`src/design/fetch_pkg.sv`:
```
`default_nettype none

package fetch_pkg;

	typedef logic [31:0] word_t;
	typedef logic [31:0] addr_t;

	localparam int line_words = 4; // words per cache line, also the beats of a fill burst
	localparam int word_sel_bits = $clog2(line_words);
	localparam int offset_bits = word_sel_bits + 2; // byte offset inside one line

	typedef logic [3:0] burst_len_t; // number of beats minus one
	typedef logic [1:0] burst_kind_t;

	localparam burst_kind_t burst_fixed = 2'b00;
	localparam burst_kind_t burst_incr = 2'b01;

	typedef struct packed {
		addr_t address;
		burst_kind_t kind;
		burst_len_t length;
	} bus_req_t;

	// one returned beat together with the address it was read from
	typedef struct packed {
		addr_t address;
		word_t data;
	} beat_t;

	typedef struct packed {
		addr_t pc;
		word_t inst;
	} fetch_out_t;

	typedef enum logic [2:0] {
		issue,
		lookup,
		fill_wait,
		uncached_wait,
		deliver
	} fetch_state_e;

endpackage

`default_nettype wire

```
`src/design/burst_reader.sv`:
```
`timescale 1ns/100ps
`default_nettype none

module burst_reader (
	input wire clock,
	input wire reset,
	input wire rd_start,
	input wire fetch_pkg::bus_req_t rd_req,
	output fetch_pkg::bus_req_t bus_ar,
	output logic ar_valid,
	input wire ar_ready,
	input wire fetch_pkg::word_t r_data,
	input wire r_valid,
	input wire r_last,
	output logic beat_valid,
	output fetch_pkg::beat_t rd_beat,
	output logic rd_done
);

	logic busy; // high from rd_start until the last beat has come back
	fetch_pkg::burst_len_t beat_count;
	fetch_pkg::addr_t beat_offset;

	// a fixed burst reads the same address on every beat
	assign beat_offset = (bus_ar.kind == fetch_pkg::burst_incr) ?
		fetch_pkg::addr_t'({beat_count, 2'b00}) : '0;

	always_ff @(posedge clock) begin
		if (reset) begin
			busy <= 1'b0;
			ar_valid <= 1'b0;
			beat_count <= '0;
			beat_valid <= 1'b0;
			rd_done <= 1'b0;
		end else begin
			beat_valid <= 1'b0;
			rd_done <= 1'b0;
			if (rd_start) begin
				busy <= 1'b1;
				ar_valid <= 1'b1;
				beat_count <= '0;
			end else if (ar_valid && ar_ready) begin
				ar_valid <= 1'b0; // request accepted, now only data is awaited
			end
			if (busy && r_valid) begin
				beat_valid <= 1'b1;
				rd_done <= r_last;
				beat_count <= beat_count + 1'b1;
				if (r_last) begin
					busy <= 1'b0;
				end
			end
		end
	end

	always_ff @(posedge clock) begin
		if (rd_start) begin
			bus_ar <= rd_req;
		end
		if (busy && r_valid) begin
			rd_beat.address <= bus_ar.address + beat_offset;
			rd_beat.data <= r_data;
		end
	end

	// the memory ends the burst exactly on the beat the request length announced
	last_beat_matches_length: assert property (@(posedge clock) disable iff (reset)
		busy && r_valid |-> (r_last == (beat_count == bus_ar.length)));

	// the fetch unit keeps only one read outstanding
	no_start_while_busy: assert property (@(posedge clock) disable iff (reset)
		rd_start |-> !busy);

endmodule

`default_nettype wire

```
`src/design/inst_cache.sv`:
```
`timescale 1ns/100ps
`default_nettype none

module inst_cache #(
	parameter int cache_lines = 16
) (
	input wire clock,
	input wire reset,
	input wire lookup,
	input wire fetch_pkg::addr_t lookup_addr,
	output logic hit,
	output fetch_pkg::word_t hit_data,
	input wire beat_valid,
	input wire fetch_pkg::beat_t rd_beat,
	input wire rd_done
);

	localparam int addr_bits = $bits(fetch_pkg::addr_t);
	localparam int index_bits = $clog2(cache_lines);
	localparam int tag_bits = addr_bits - index_bits - fetch_pkg::offset_bits;

	typedef logic [index_bits-1:0] index_t;
	typedef logic [tag_bits-1:0] tag_t;
	typedef logic [fetch_pkg::word_sel_bits-1:0] word_sel_t;

	fetch_pkg::word_t data_mem [cache_lines][fetch_pkg::line_words];
	tag_t tag_mem [cache_lines];
	logic [cache_lines-1:0] line_valid;

	index_t lookup_index;
	tag_t lookup_tag;
	word_sel_t lookup_word;
	logic lookup_match;

	logic fill_pending; // a miss has opened a fill that rd_done will close
	index_t fill_index;
	tag_t fill_tag;
	word_sel_t beat_word;

	assign lookup_index = lookup_addr[fetch_pkg::offset_bits +: index_bits];
	assign lookup_tag = lookup_addr[addr_bits-1 -: tag_bits];
	assign lookup_word = lookup_addr[2 +: fetch_pkg::word_sel_bits];
	assign lookup_match = line_valid[lookup_index] && (tag_mem[lookup_index] == lookup_tag);
	assign beat_word = rd_beat.address[2 +: fetch_pkg::word_sel_bits];

	always_ff @(posedge clock) begin
		if (reset) begin
			hit <= 1'b0;
			fill_pending <= 1'b0;
			line_valid <= '0;
		end else begin
			hit <= lookup && lookup_match;
			if (lookup && !lookup_match) begin
				fill_pending <= 1'b1;
				line_valid[lookup_index] <= 1'b0; // old contents get overwritten beat by beat
			end
			if (fill_pending && rd_done) begin
				fill_pending <= 1'b0;
				line_valid[fill_index] <= 1'b1;
			end
		end
	end

	always_ff @(posedge clock) begin
		if (lookup) begin
			hit_data <= data_mem[lookup_index][lookup_word];
		end
		if (lookup && !lookup_match) begin
			fill_index <= lookup_index;
			fill_tag <= lookup_tag;
		end
		if (fill_pending && beat_valid) begin
			data_mem[fill_index][beat_word] <= rd_beat.data;
		end
		if (fill_pending && rd_done) begin
			tag_mem[fill_index] <= fill_tag;
		end
	end

	// every beat of a fill belongs to the line that missed
	beat_in_pending_line: assert property (@(posedge clock) disable iff (reset)
		fill_pending && beat_valid |->
			rd_beat.address[addr_bits-1:fetch_pkg::offset_bits] == {fill_tag, fill_index});

endmodule

`default_nettype wire

```
`src/design/fetch_unit.sv`:
```
`timescale 1ns/100ps
`default_nettype none

module fetch_unit #(
	parameter fetch_pkg::addr_t reset_pc = 32'h3000_0000,
	parameter fetch_pkg::addr_t cache_base = 32'ha000_0000,
	parameter fetch_pkg::addr_t cache_limit = 32'ha200_0000
) (
	input wire clock,
	input wire reset,
	output logic lookup,
	output fetch_pkg::addr_t lookup_addr,
	input wire hit,
	input wire fetch_pkg::word_t hit_data,
	output logic rd_start,
	output fetch_pkg::bus_req_t rd_req,
	input wire beat_valid,
	input wire fetch_pkg::beat_t rd_beat,
	input wire rd_done,
	output fetch_pkg::fetch_out_t fetch_out,
	output logic inst_valid,
	input wire inst_ready,
	input wire redirect,
	input wire fetch_pkg::addr_t redirect_pc
);

	localparam int addr_bits = $bits(fetch_pkg::addr_t);

	fetch_pkg::fetch_state_e state;
	fetch_pkg::addr_t pc;
	fetch_pkg::addr_t line_addr;
	logic cacheable;
	logic redirect_pending; // a redirect came while a fetch was in flight
	fetch_pkg::addr_t redirect_target;
	logic restart;
	fetch_pkg::addr_t restart_pc;

	assign cacheable = (pc >= cache_base) && (pc < cache_limit);
	assign line_addr = {pc[addr_bits-1:fetch_pkg::offset_bits], {fetch_pkg::offset_bits{1'b0}}};

	// a redirect in the same cycle wins over the saved one
	assign restart = redirect || redirect_pending;
	assign restart_pc = redirect ? redirect_pc : redirect_target;

	assign lookup = (state == fetch_pkg::issue) && cacheable;
	assign lookup_addr = pc;
	assign rd_start = ((state == fetch_pkg::issue) && !cacheable) ||
		((state == fetch_pkg::lookup) && !hit);

	always_comb begin
		if (cacheable) begin
			rd_req.address = line_addr;
			rd_req.kind = fetch_pkg::burst_incr;
			rd_req.length = fetch_pkg::burst_len_t'(fetch_pkg::line_words - 1);
		end else begin
			rd_req.address = pc;
			rd_req.kind = fetch_pkg::burst_fixed;
			rd_req.length = '0;
		end
	end

	always_ff @(posedge clock) begin
		if (reset) begin
			state <= fetch_pkg::deliver; // nothing is held, so the first cycle goes on to issue
			pc <= reset_pc;
			inst_valid <= 1'b0;
			redirect_pending <= 1'b0;
		end else begin
			if (redirect) begin
				redirect_pending <= 1'b1;
			end
			case (state)
				fetch_pkg::issue: begin
					state <= cacheable ? fetch_pkg::lookup : fetch_pkg::uncached_wait;
				end
				fetch_pkg::lookup: begin
					if (!hit) begin
						state <= fetch_pkg::fill_wait; // the line is filled even if it gets dropped
					end else if (restart) begin
						pc <= restart_pc;
						redirect_pending <= 1'b0;
						state <= fetch_pkg::issue;
					end else begin
						inst_valid <= 1'b1;
						state <= fetch_pkg::deliver;
					end
				end
				fetch_pkg::fill_wait, fetch_pkg::uncached_wait: begin
					if (rd_done && restart) begin
						pc <= restart_pc;
						redirect_pending <= 1'b0;
						state <= fetch_pkg::issue;
					end else if (rd_done) begin
						inst_valid <= 1'b1;
						state <= fetch_pkg::deliver;
					end
				end
				fetch_pkg::deliver: begin
					if (redirect) begin
						pc <= redirect_pc; // the held word is discarded
						inst_valid <= 1'b0;
						redirect_pending <= 1'b0;
						state <= fetch_pkg::issue;
					end else if (!inst_valid) begin
						state <= fetch_pkg::issue;
					end else if (inst_ready) begin
						pc <= pc + 32'd4;
						inst_valid <= 1'b0;
						state <= fetch_pkg::issue;
					end
				end
				default: begin
					state <= fetch_pkg::issue;
				end
			endcase
		end
	end

	// fetch_out only changes while inst_valid is low
	always_ff @(posedge clock) begin
		if (redirect) begin
			redirect_target <= redirect_pc;
		end
		case (state)
			fetch_pkg::issue: begin
				fetch_out.pc <= pc;
			end
			fetch_pkg::lookup: begin
				if (hit) begin
					fetch_out.inst <= hit_data;
				end
			end
			fetch_pkg::fill_wait: begin
				if (beat_valid && (rd_beat.address == pc)) begin
					fetch_out.inst <= rd_beat.data; // the requested word out of the line
				end
			end
			fetch_pkg::uncached_wait: begin
				if (beat_valid) begin
					fetch_out.inst <= rd_beat.data;
				end
			end
			default: begin
			end
		endcase
	end

	// a word held under back-pressure stays put until taken or discarded
	held_word_stable: assert property (@(posedge clock) disable iff (reset)
		inst_valid && !inst_ready && !redirect |=> inst_valid && $stable(fetch_out));

endmodule

`default_nettype wire

```
`src/design/fetch_top.sv`:
```
`timescale 1ns/100ps
`default_nettype none

module fetch_top #(
	parameter fetch_pkg::addr_t reset_pc = 32'h3000_0000,
	parameter fetch_pkg::addr_t cache_base = 32'ha000_0000,
	parameter fetch_pkg::addr_t cache_limit = 32'ha200_0000,
	parameter int cache_lines = 16
) (
	input wire clock,
	input wire reset,
	output wire fetch_pkg::bus_req_t bus_ar,
	output wire ar_valid,
	input wire ar_ready,
	input wire fetch_pkg::word_t r_data,
	input wire r_valid,
	input wire r_last,
	output wire fetch_pkg::fetch_out_t fetch_out,
	output wire inst_valid,
	input wire inst_ready,
	input wire redirect,
	input wire fetch_pkg::addr_t redirect_pc
);

	wire lookup;
	wire fetch_pkg::addr_t lookup_addr;
	wire hit;
	wire fetch_pkg::word_t hit_data;
	wire rd_start;
	wire fetch_pkg::bus_req_t rd_req;
	wire beat_valid;
	wire fetch_pkg::beat_t rd_beat; // shared by the cache fill and the fetch unit
	wire rd_done;

	burst_reader reader (
		.clock(clock),
		.reset(reset),
		.rd_start(rd_start),
		.rd_req(rd_req),
		.bus_ar(bus_ar),
		.ar_valid(ar_valid),
		.ar_ready(ar_ready),
		.r_data(r_data),
		.r_valid(r_valid),
		.r_last(r_last),
		.beat_valid(beat_valid),
		.rd_beat(rd_beat),
		.rd_done(rd_done)
	);

	inst_cache #(
		.cache_lines(cache_lines)
	) cache (
		.clock(clock),
		.reset(reset),
		.lookup(lookup),
		.lookup_addr(lookup_addr),
		.hit(hit),
		.hit_data(hit_data),
		.beat_valid(beat_valid),
		.rd_beat(rd_beat),
		.rd_done(rd_done)
	);

	fetch_unit #(
		.reset_pc(reset_pc),
		.cache_base(cache_base),
		.cache_limit(cache_limit)
	) fetch (
		.clock(clock),
		.reset(reset),
		.lookup(lookup),
		.lookup_addr(lookup_addr),
		.hit(hit),
		.hit_data(hit_data),
		.rd_start(rd_start),
		.rd_req(rd_req),
		.beat_valid(beat_valid),
		.rd_beat(rd_beat),
		.rd_done(rd_done),
		.fetch_out(fetch_out),
		.inst_valid(inst_valid),
		.inst_ready(inst_ready),
		.redirect(redirect),
		.redirect_pc(redirect_pc)
	);

endmodule

`default_nettype wire

```
`config.mk`:
```
export PLATFORM = sky130hd
export DESIGN_NAME = fetch_top
export DESIGN_NICKNAME = d
export VERILOG_FILES = /design/src/design/fetch_pkg.sv /design/src/design/burst_reader.sv /design/src/design/inst_cache.sv /design/src/design/fetch_unit.sv /design/src/design/fetch_top.sv
export SDC_FILE = /design/constraint.sdc
export NUM_CORES = 2
export LEC_CHECK = 0
export BUFFER_PORTS_ARGS = -buffer_cell sky130_fd_sc_hd__buf_2
export CORE_AREA = 2 2 439 441
export DETAILED_ROUTE_END_ITERATION = 10
export DIE_AREA = 0 0 441 443
export PLACE_DENSITY = 0.73
export RECOVER_POWER = 100
export SLEW_MARGIN = 15
export SYNTH_ARGS = -nofsm -noshare
export SYNTH_HDL_FRONTEND = slang
export SYNTH_SLANG_ARGS = --single-unit
```
`constraint.sdc`:
```
create_clock -name clock -period 5.3 [get_ports clock]
set_input_delay 0.795 -clock clock [delete_from_list [all_inputs] [get_ports clock]]
set_output_delay 0.795 -clock clock [all_outputs]
set_load 0.05 [all_outputs]
```
* Yosys cells after proc, flatten, opt, wreduce, memory -nomap -nowiden
Memories as Yosys holds them, arrays and structs flattened. A register that Yosys moved wholly into a read port is not among the register bits.
Cells that the tools add are included.
W data, S select, Z words.
** Cells by class
- $add $sub $neg :: 3
- $lt $le $gt $ge :: 9
- Eq/ne operators :: 19
- Multiplexer cells :: 67
- Bitwise operators :: 6
- Reductions and logical operators :: 33
** Operator list (count)
- $mux W32 :: 13
- $pmux W32 S3 :: 2
- $mux W128 :: 1
- $bmux W32 S2 :: 1
- $demux W32 S2 :: 1
- $mux W16 :: 3
- $add A32 B3 Y32 const B :: 1
- $add A32 B32 Y32 :: 1
- $eq A32 B32 Y1 :: 1
- $ge A32 B32 Y1 const B :: 1
- $lt A32 B32 Y1 const B :: 1
- $eq A24 B24 Y1 :: 1
- $mux W1 :: 24
- $mux W4 :: 6
- $mux W3 :: 7
- $and A16 B16 Y16 :: 1
- $logic_and A1 B1 Y1 :: 16
- $not A16 Y16 :: 1
- $or A16 B16 Y16 :: 1
- $pmux W3 S4 :: 1
- $lt A4 B5 Y1 const B :: 2
- $ne A2 B2 Y1 const B :: 5
- $demux W1 S4 :: 2
- $ge A4 B1 Y1 const B :: 2
- other kinds (28) :: 42
** Storage, ports and cells
- Flip-flop bits (word level) :: 321
- RAM bits :: 2432
- Input bits :: 71
- Output and inout port bits :: 104
- Logic and storage cells :: 163
- Memories :: 2
** Memories
- cache.data_mem :: words 16, bits a word 128, read ports 1, clocked after memory_dff 1, write ports 1, line inst_cache.sv:26 : fetch_pkg::word_t data_mem [cache_lines][fetch_pkg::line_words];
- cache.tag_mem :: words 16, bits a word 24, read ports 1, clocked after memory_dff 1, write ports 1, line inst_cache.sv:27 : tag_t tag_mem [cache_lines];

* Longest topological paths before layout
- Depth in word-level cells :: 10
- Gate-level depth with buffers :: 14
- Mapped depth without buffers :: 12

* By module
Synthesis repeated with hierarchy kept, for this count alone.
** Second synthesis, totals
- Cell total of the unflattened synthesis :: 4743
- Area total of the unflattened synthesis :: 106261.9 um^2
** By module, submodules not included
- inst_cache :: instances 1, cells each 3866, area an instance 95577.9 um^2, sequential area each 75192.1 um^2
- fetch_unit :: instances 1, cells each 639, area an instance 6608.8 um^2, sequential area each 3303.2 um^2
- burst_reader :: instances 1, cells each 238, area an instance 4075.2 um^2, sequential area each 3223.1 um^2

* Least setup slack after synthesis
No wires, ideal clock.
- Kind :: reg-to-reg
- Start :: register fetch.state[1]
- End :: register cache.fill_index[0] (enable)
- Arrival time :: 4.574 ns
- Setup slack :: 0.313 ns
- Stages on the path, launching flop included :: 5
- Path buffers :: 1
- Path through :: dfxtp_1 -> nor3_1 -> nand2_1 -> buf_4 -> nor2_1
** On the way
- Longest elaborated chain between the ends :: 3
** Ends and longest elaborated chain
- from (decl) :: line fetch_unit.sv:29 : fetch_pkg::fetch_state_e state;
- from (signal assigned) :: line fetch_unit.sv:64 : state <= fetch_pkg::deliver;
- from (signal assigned) :: line fetch_unit.sv:74 : state <= cacheable ? fetch_pkg::lookup : fetch_pkg::uncached_wait;
- from (signal assigned) :: line fetch_unit.sv:78 : state <= fetch_pkg::fill_wait;
- $logic_not A3 Y1 :: line fetch_unit.sv:45 : assign lookup = (state == fetch_pkg::issue) && cacheable;
- $logic_and A1 B1 Y1 :: line fetch_unit.sv:45
- $logic_and A1 B1 Y1 :: line inst_cache.sv:68 : if (lookup && !lookup_match) begin
- to (signal assigned) :: line inst_cache.sv:69 : fill_index <= lookup_index;
- to (decl) :: line inst_cache.sv:36 : index_t fill_index;
No other way between the ends.
A chain may end at the register's enable or synchronous reset.

* Worst setup path after layout
- Start :: register cache.fill_index[3]
- End :: memory cache.data_mem[15][60] in the netlist's numbering (enable)
** RTL lines (line)
- to (decl) :: inst_cache.sv:26
Straight into the memory's write port.

==> impl_metrics.yaml <==
synthesis:
  ys_warn_count: 0
  yosys-top-cells-area: "edfxtp_1 (75%), mux4_2 (16%), dfxtp_1 (1.9%), nor2_1 (0.59%), mux2i_1 (0.56%)"
  async_flop_share_pct: 0
  yosys.area.top_type_share_pct: 75.1
  muxShareOfSynthArea_pct: 17.4
  synth_top_family_by_area: "multiplexers"
  ys.flop_type: "edfxtp_1"
  synthAdderAreaFrac_pct: 0.101
  syn_inst: 4700
  synth_common_cells: "edfxtp_1 (2653), mux4_2 (750), nor2_1 (166)"
  ys_ff_latch: 2752
  syn_avg_cell_area_um2: 22.6
  synth-simple-area-share_pct: 2.01
  synth_edf_count: 2653
  synth.most_common_cell: "edfxtp_1"
  ys_seq_area_share_pct: 77.0
  ys_types: 75
  synthXorXnorAreaFrac_pct: 0.777
  synth_top_area_cell: "edfxtp_1"
  synth_compound_area_share_pct: 1.41
  syn-cell-area_um2: 106000
critical_path:
  path_delay_family: "simple AND/OR/NAND/NOR gates"
  crit_path_top_delay_cell: "nor2_1"
  crit_path_cell_trace: "nand4_1 > nor2_1 > clkbuf_1"
  criticalPathCategory: "reg2reg"
  cp_max_fo: 19
  cp-startpoint: "cache.fill_index[3]$_DFFE_PN_"
  cp_data_arrival_time_ns: 5.25
  cp-start-kind: "flop"
  critPathMaxStageDelay_ns: 2.22
  crit_path_end_kind: "flop"
  path_buf_inv: 1
  required_ns: 5.80
  reg2reg_from: "cache.fill_index[3]$_DFFE_PN_"
timing:
  finalSetupTns_ns: 0
  slew_viol_final: 4116
  setup_viol: 0
  timing.fmax_mhz: 211
  fin_crit_sh_pct: 89.6
  rsz0062_at_grt: "false"
  hold_viol_final: 0
  layout_min_cycle_time_ns: 4.75
  worst_slew_pin_slew_ns: 3.31
  relSlewSlack_pct: -122
  skew_ns: 0.0493
pwr:
  leakage_uw: 0.0361
  p_per_area_nw_per_um2: 380
  irDropWorstVdd_uv: 318
final_layout:
  fillCellCount: 12560
  nets: 5197
  synthToLayoutAreaGrowth_pct: 11.9
  final_cell_count_no_fill: 7841
  drive_gt1_share_pct: 24.7
  multi_input_area_um2: 23200
  seqCellArea_um2: 81700
  fin_area_um2: 119000
clocking:
  clock_sinks: 2752
  htreeDepth: 5
  clock_path_buffers: 4
  clk_latency_ns: 0.93
  cts_root_buf: "clkbuf_16"
  cts_tree: "yes"
  numCtsBuffers: 285
  cts.clk_slew.worst_paths_ns: 0.06
  cts_setup_buffers: 0
drt:
  drt_first_pass_iters: 6
  routedWlPerCell_um: 32.8
  final_antenna_net_count: 0
  drtIter0Drc: 7086
  drc_errors: 0
  finalWirelength_um: 257000
  avgViaCountPerCell: 6.56
  vias: 51474
grt:
  grt_usage_pct: 26.5
  antenna_found_initial: 19
  first_global_vias: 51665
  grt_max_degree: 154
  grt_pass1_wl_um: 369000
  grt-ovfl-total: 0
place:
  post_dp_cell_area_um2: 111000
  routabilityCongestion: 0.852
  hpwl_um: 143000
  io_buffer_count: 171
  dp_cells: 7339
die:
  row_count: 161
  initial_core_util_pct: 55.5
  die_area_um2: 195000
  ios: 175
  core_area_um2: 191000
  die_h_um: 443
  die_x_um: 441
min_path:
  hold_class: "in2reg"
  min-delay-start: "r_data[20]"
run_status:
  status: "complete, but fails checks"
  violations: "capacitance limit, slew limit"
job:
  max_cap_violations: 119
path summary, 6_finish.rpt:
check                                                        end  slack, ns  cells after the start
worst max-delay path            cache.data_mem[15][60]$_DFFE_PP_       0.55                      3
worst min-delay path                reader.rd_beat[20]$_DFFE_PP_       0.06                      1
worst max register to register  cache.data_mem[15][60]$_DFFE_PP_       0.55                      3
worst min register to register  fetch.redirect_target[8]$_DFF_P_       0.47                      2
cell families after synthesis:
family                     Yosys count
other                                1
AOI/OAI and AO/OA                  225
adders and majority gates            8
xor gates and xnor gates            94
DFF                               2752
muxes                              868
buffers and inverters              299
and+or+nand+nor                    453
sequential cells by signal (all words and copies together), names as in the netlist, 3 cells and up, named ones only:
register and flops:
cache.tag_mem 384, fetch.lookup_addr 32, reader.rd_beat 64, cache.line_valid 16, fetch.state 3, fetch.fetch_out 64
reader.bus_ar 33, cache.hit_data 32, fetch.redirect_target 32, reader.beat_count 4, cache.fill_index 4, cache.data_mem 2048
cache.fill_tag 24
power breakdown:
part / internal, uW / switching (uW)
Clock: 10900 / 7900
Sequential: 23800 / 142
Combinational: 1040 / 1380
Total: 35700 / 9420
timing repair:
item                                   in CTS  in global routing
endpoints found under the hold margin      16                  0
gates resized for setup                     0                  0
hold buffers                               16                  0
cells in the final DEF (no fill, tap or decap), drive strengths merged, types with 15 or more instances in the layout:
cell type,Yosys,layout
clkinv,0,95
nand3,33,33
nand2,111,111
xnor2,62,62
mux2,42,42
nor3,23,23
xor2,32,32
o21ai,65,65
edfxtp,2653,2653
buf,112,111
dlygate4sd3,0,16
mux4,767,767
nand4,23,23
a21oi,53,53
inv,46,50
mux2i,59,59
dfxtp,99,99
bufinv,0,15
nor2,166,166
clkbuf,140,612
area by class of cell:
cell class / instances / area share (%)
antenna: 6 / 0.0127
clock buffer: 357 / 6.42
clock inverter: 121 / 0.813
inverter: 46 / 0.153
multi-input combinational: 1651 / 19.5
sequential: 2752 / 68.8
tap: 2526 / 2.66
timing repair buffer: 382 / 1.62
worst register-to-register path: stages, from the launching register on:
cell      delay [ns]
edfxtp_1        0.46
nand4_1         0.52
nor2_1          2.23
clkbuf_1        1.10
through the flow:
step / power (uW) / setup slack, ns / hold WS [ns] / utilization [%]
after global routing: 46300 / 0.377 / 0.0219 / 62.1
after CTS: 45400 / 1.01 / 0.000270 / 62.7
after global placement: 26800 / 1.05 / 0.442 / 58.1
final: 45100 / 0.552 / 0.0595 / 62.1
after floorplan: 26100 / 0.313 / 0.431 / -
after detailed placement: 26800 / 1.01 / 0.456 / 58.1
metal layers:
layer  global-route usage, %  wire length [um]
met5                       0                42
met4                    7.04              6400
met3                    5.27             26900
met2                    42.3            126000
met1                    38.1             97600
No activity file was read; power rests on OpenSTA's default activity.
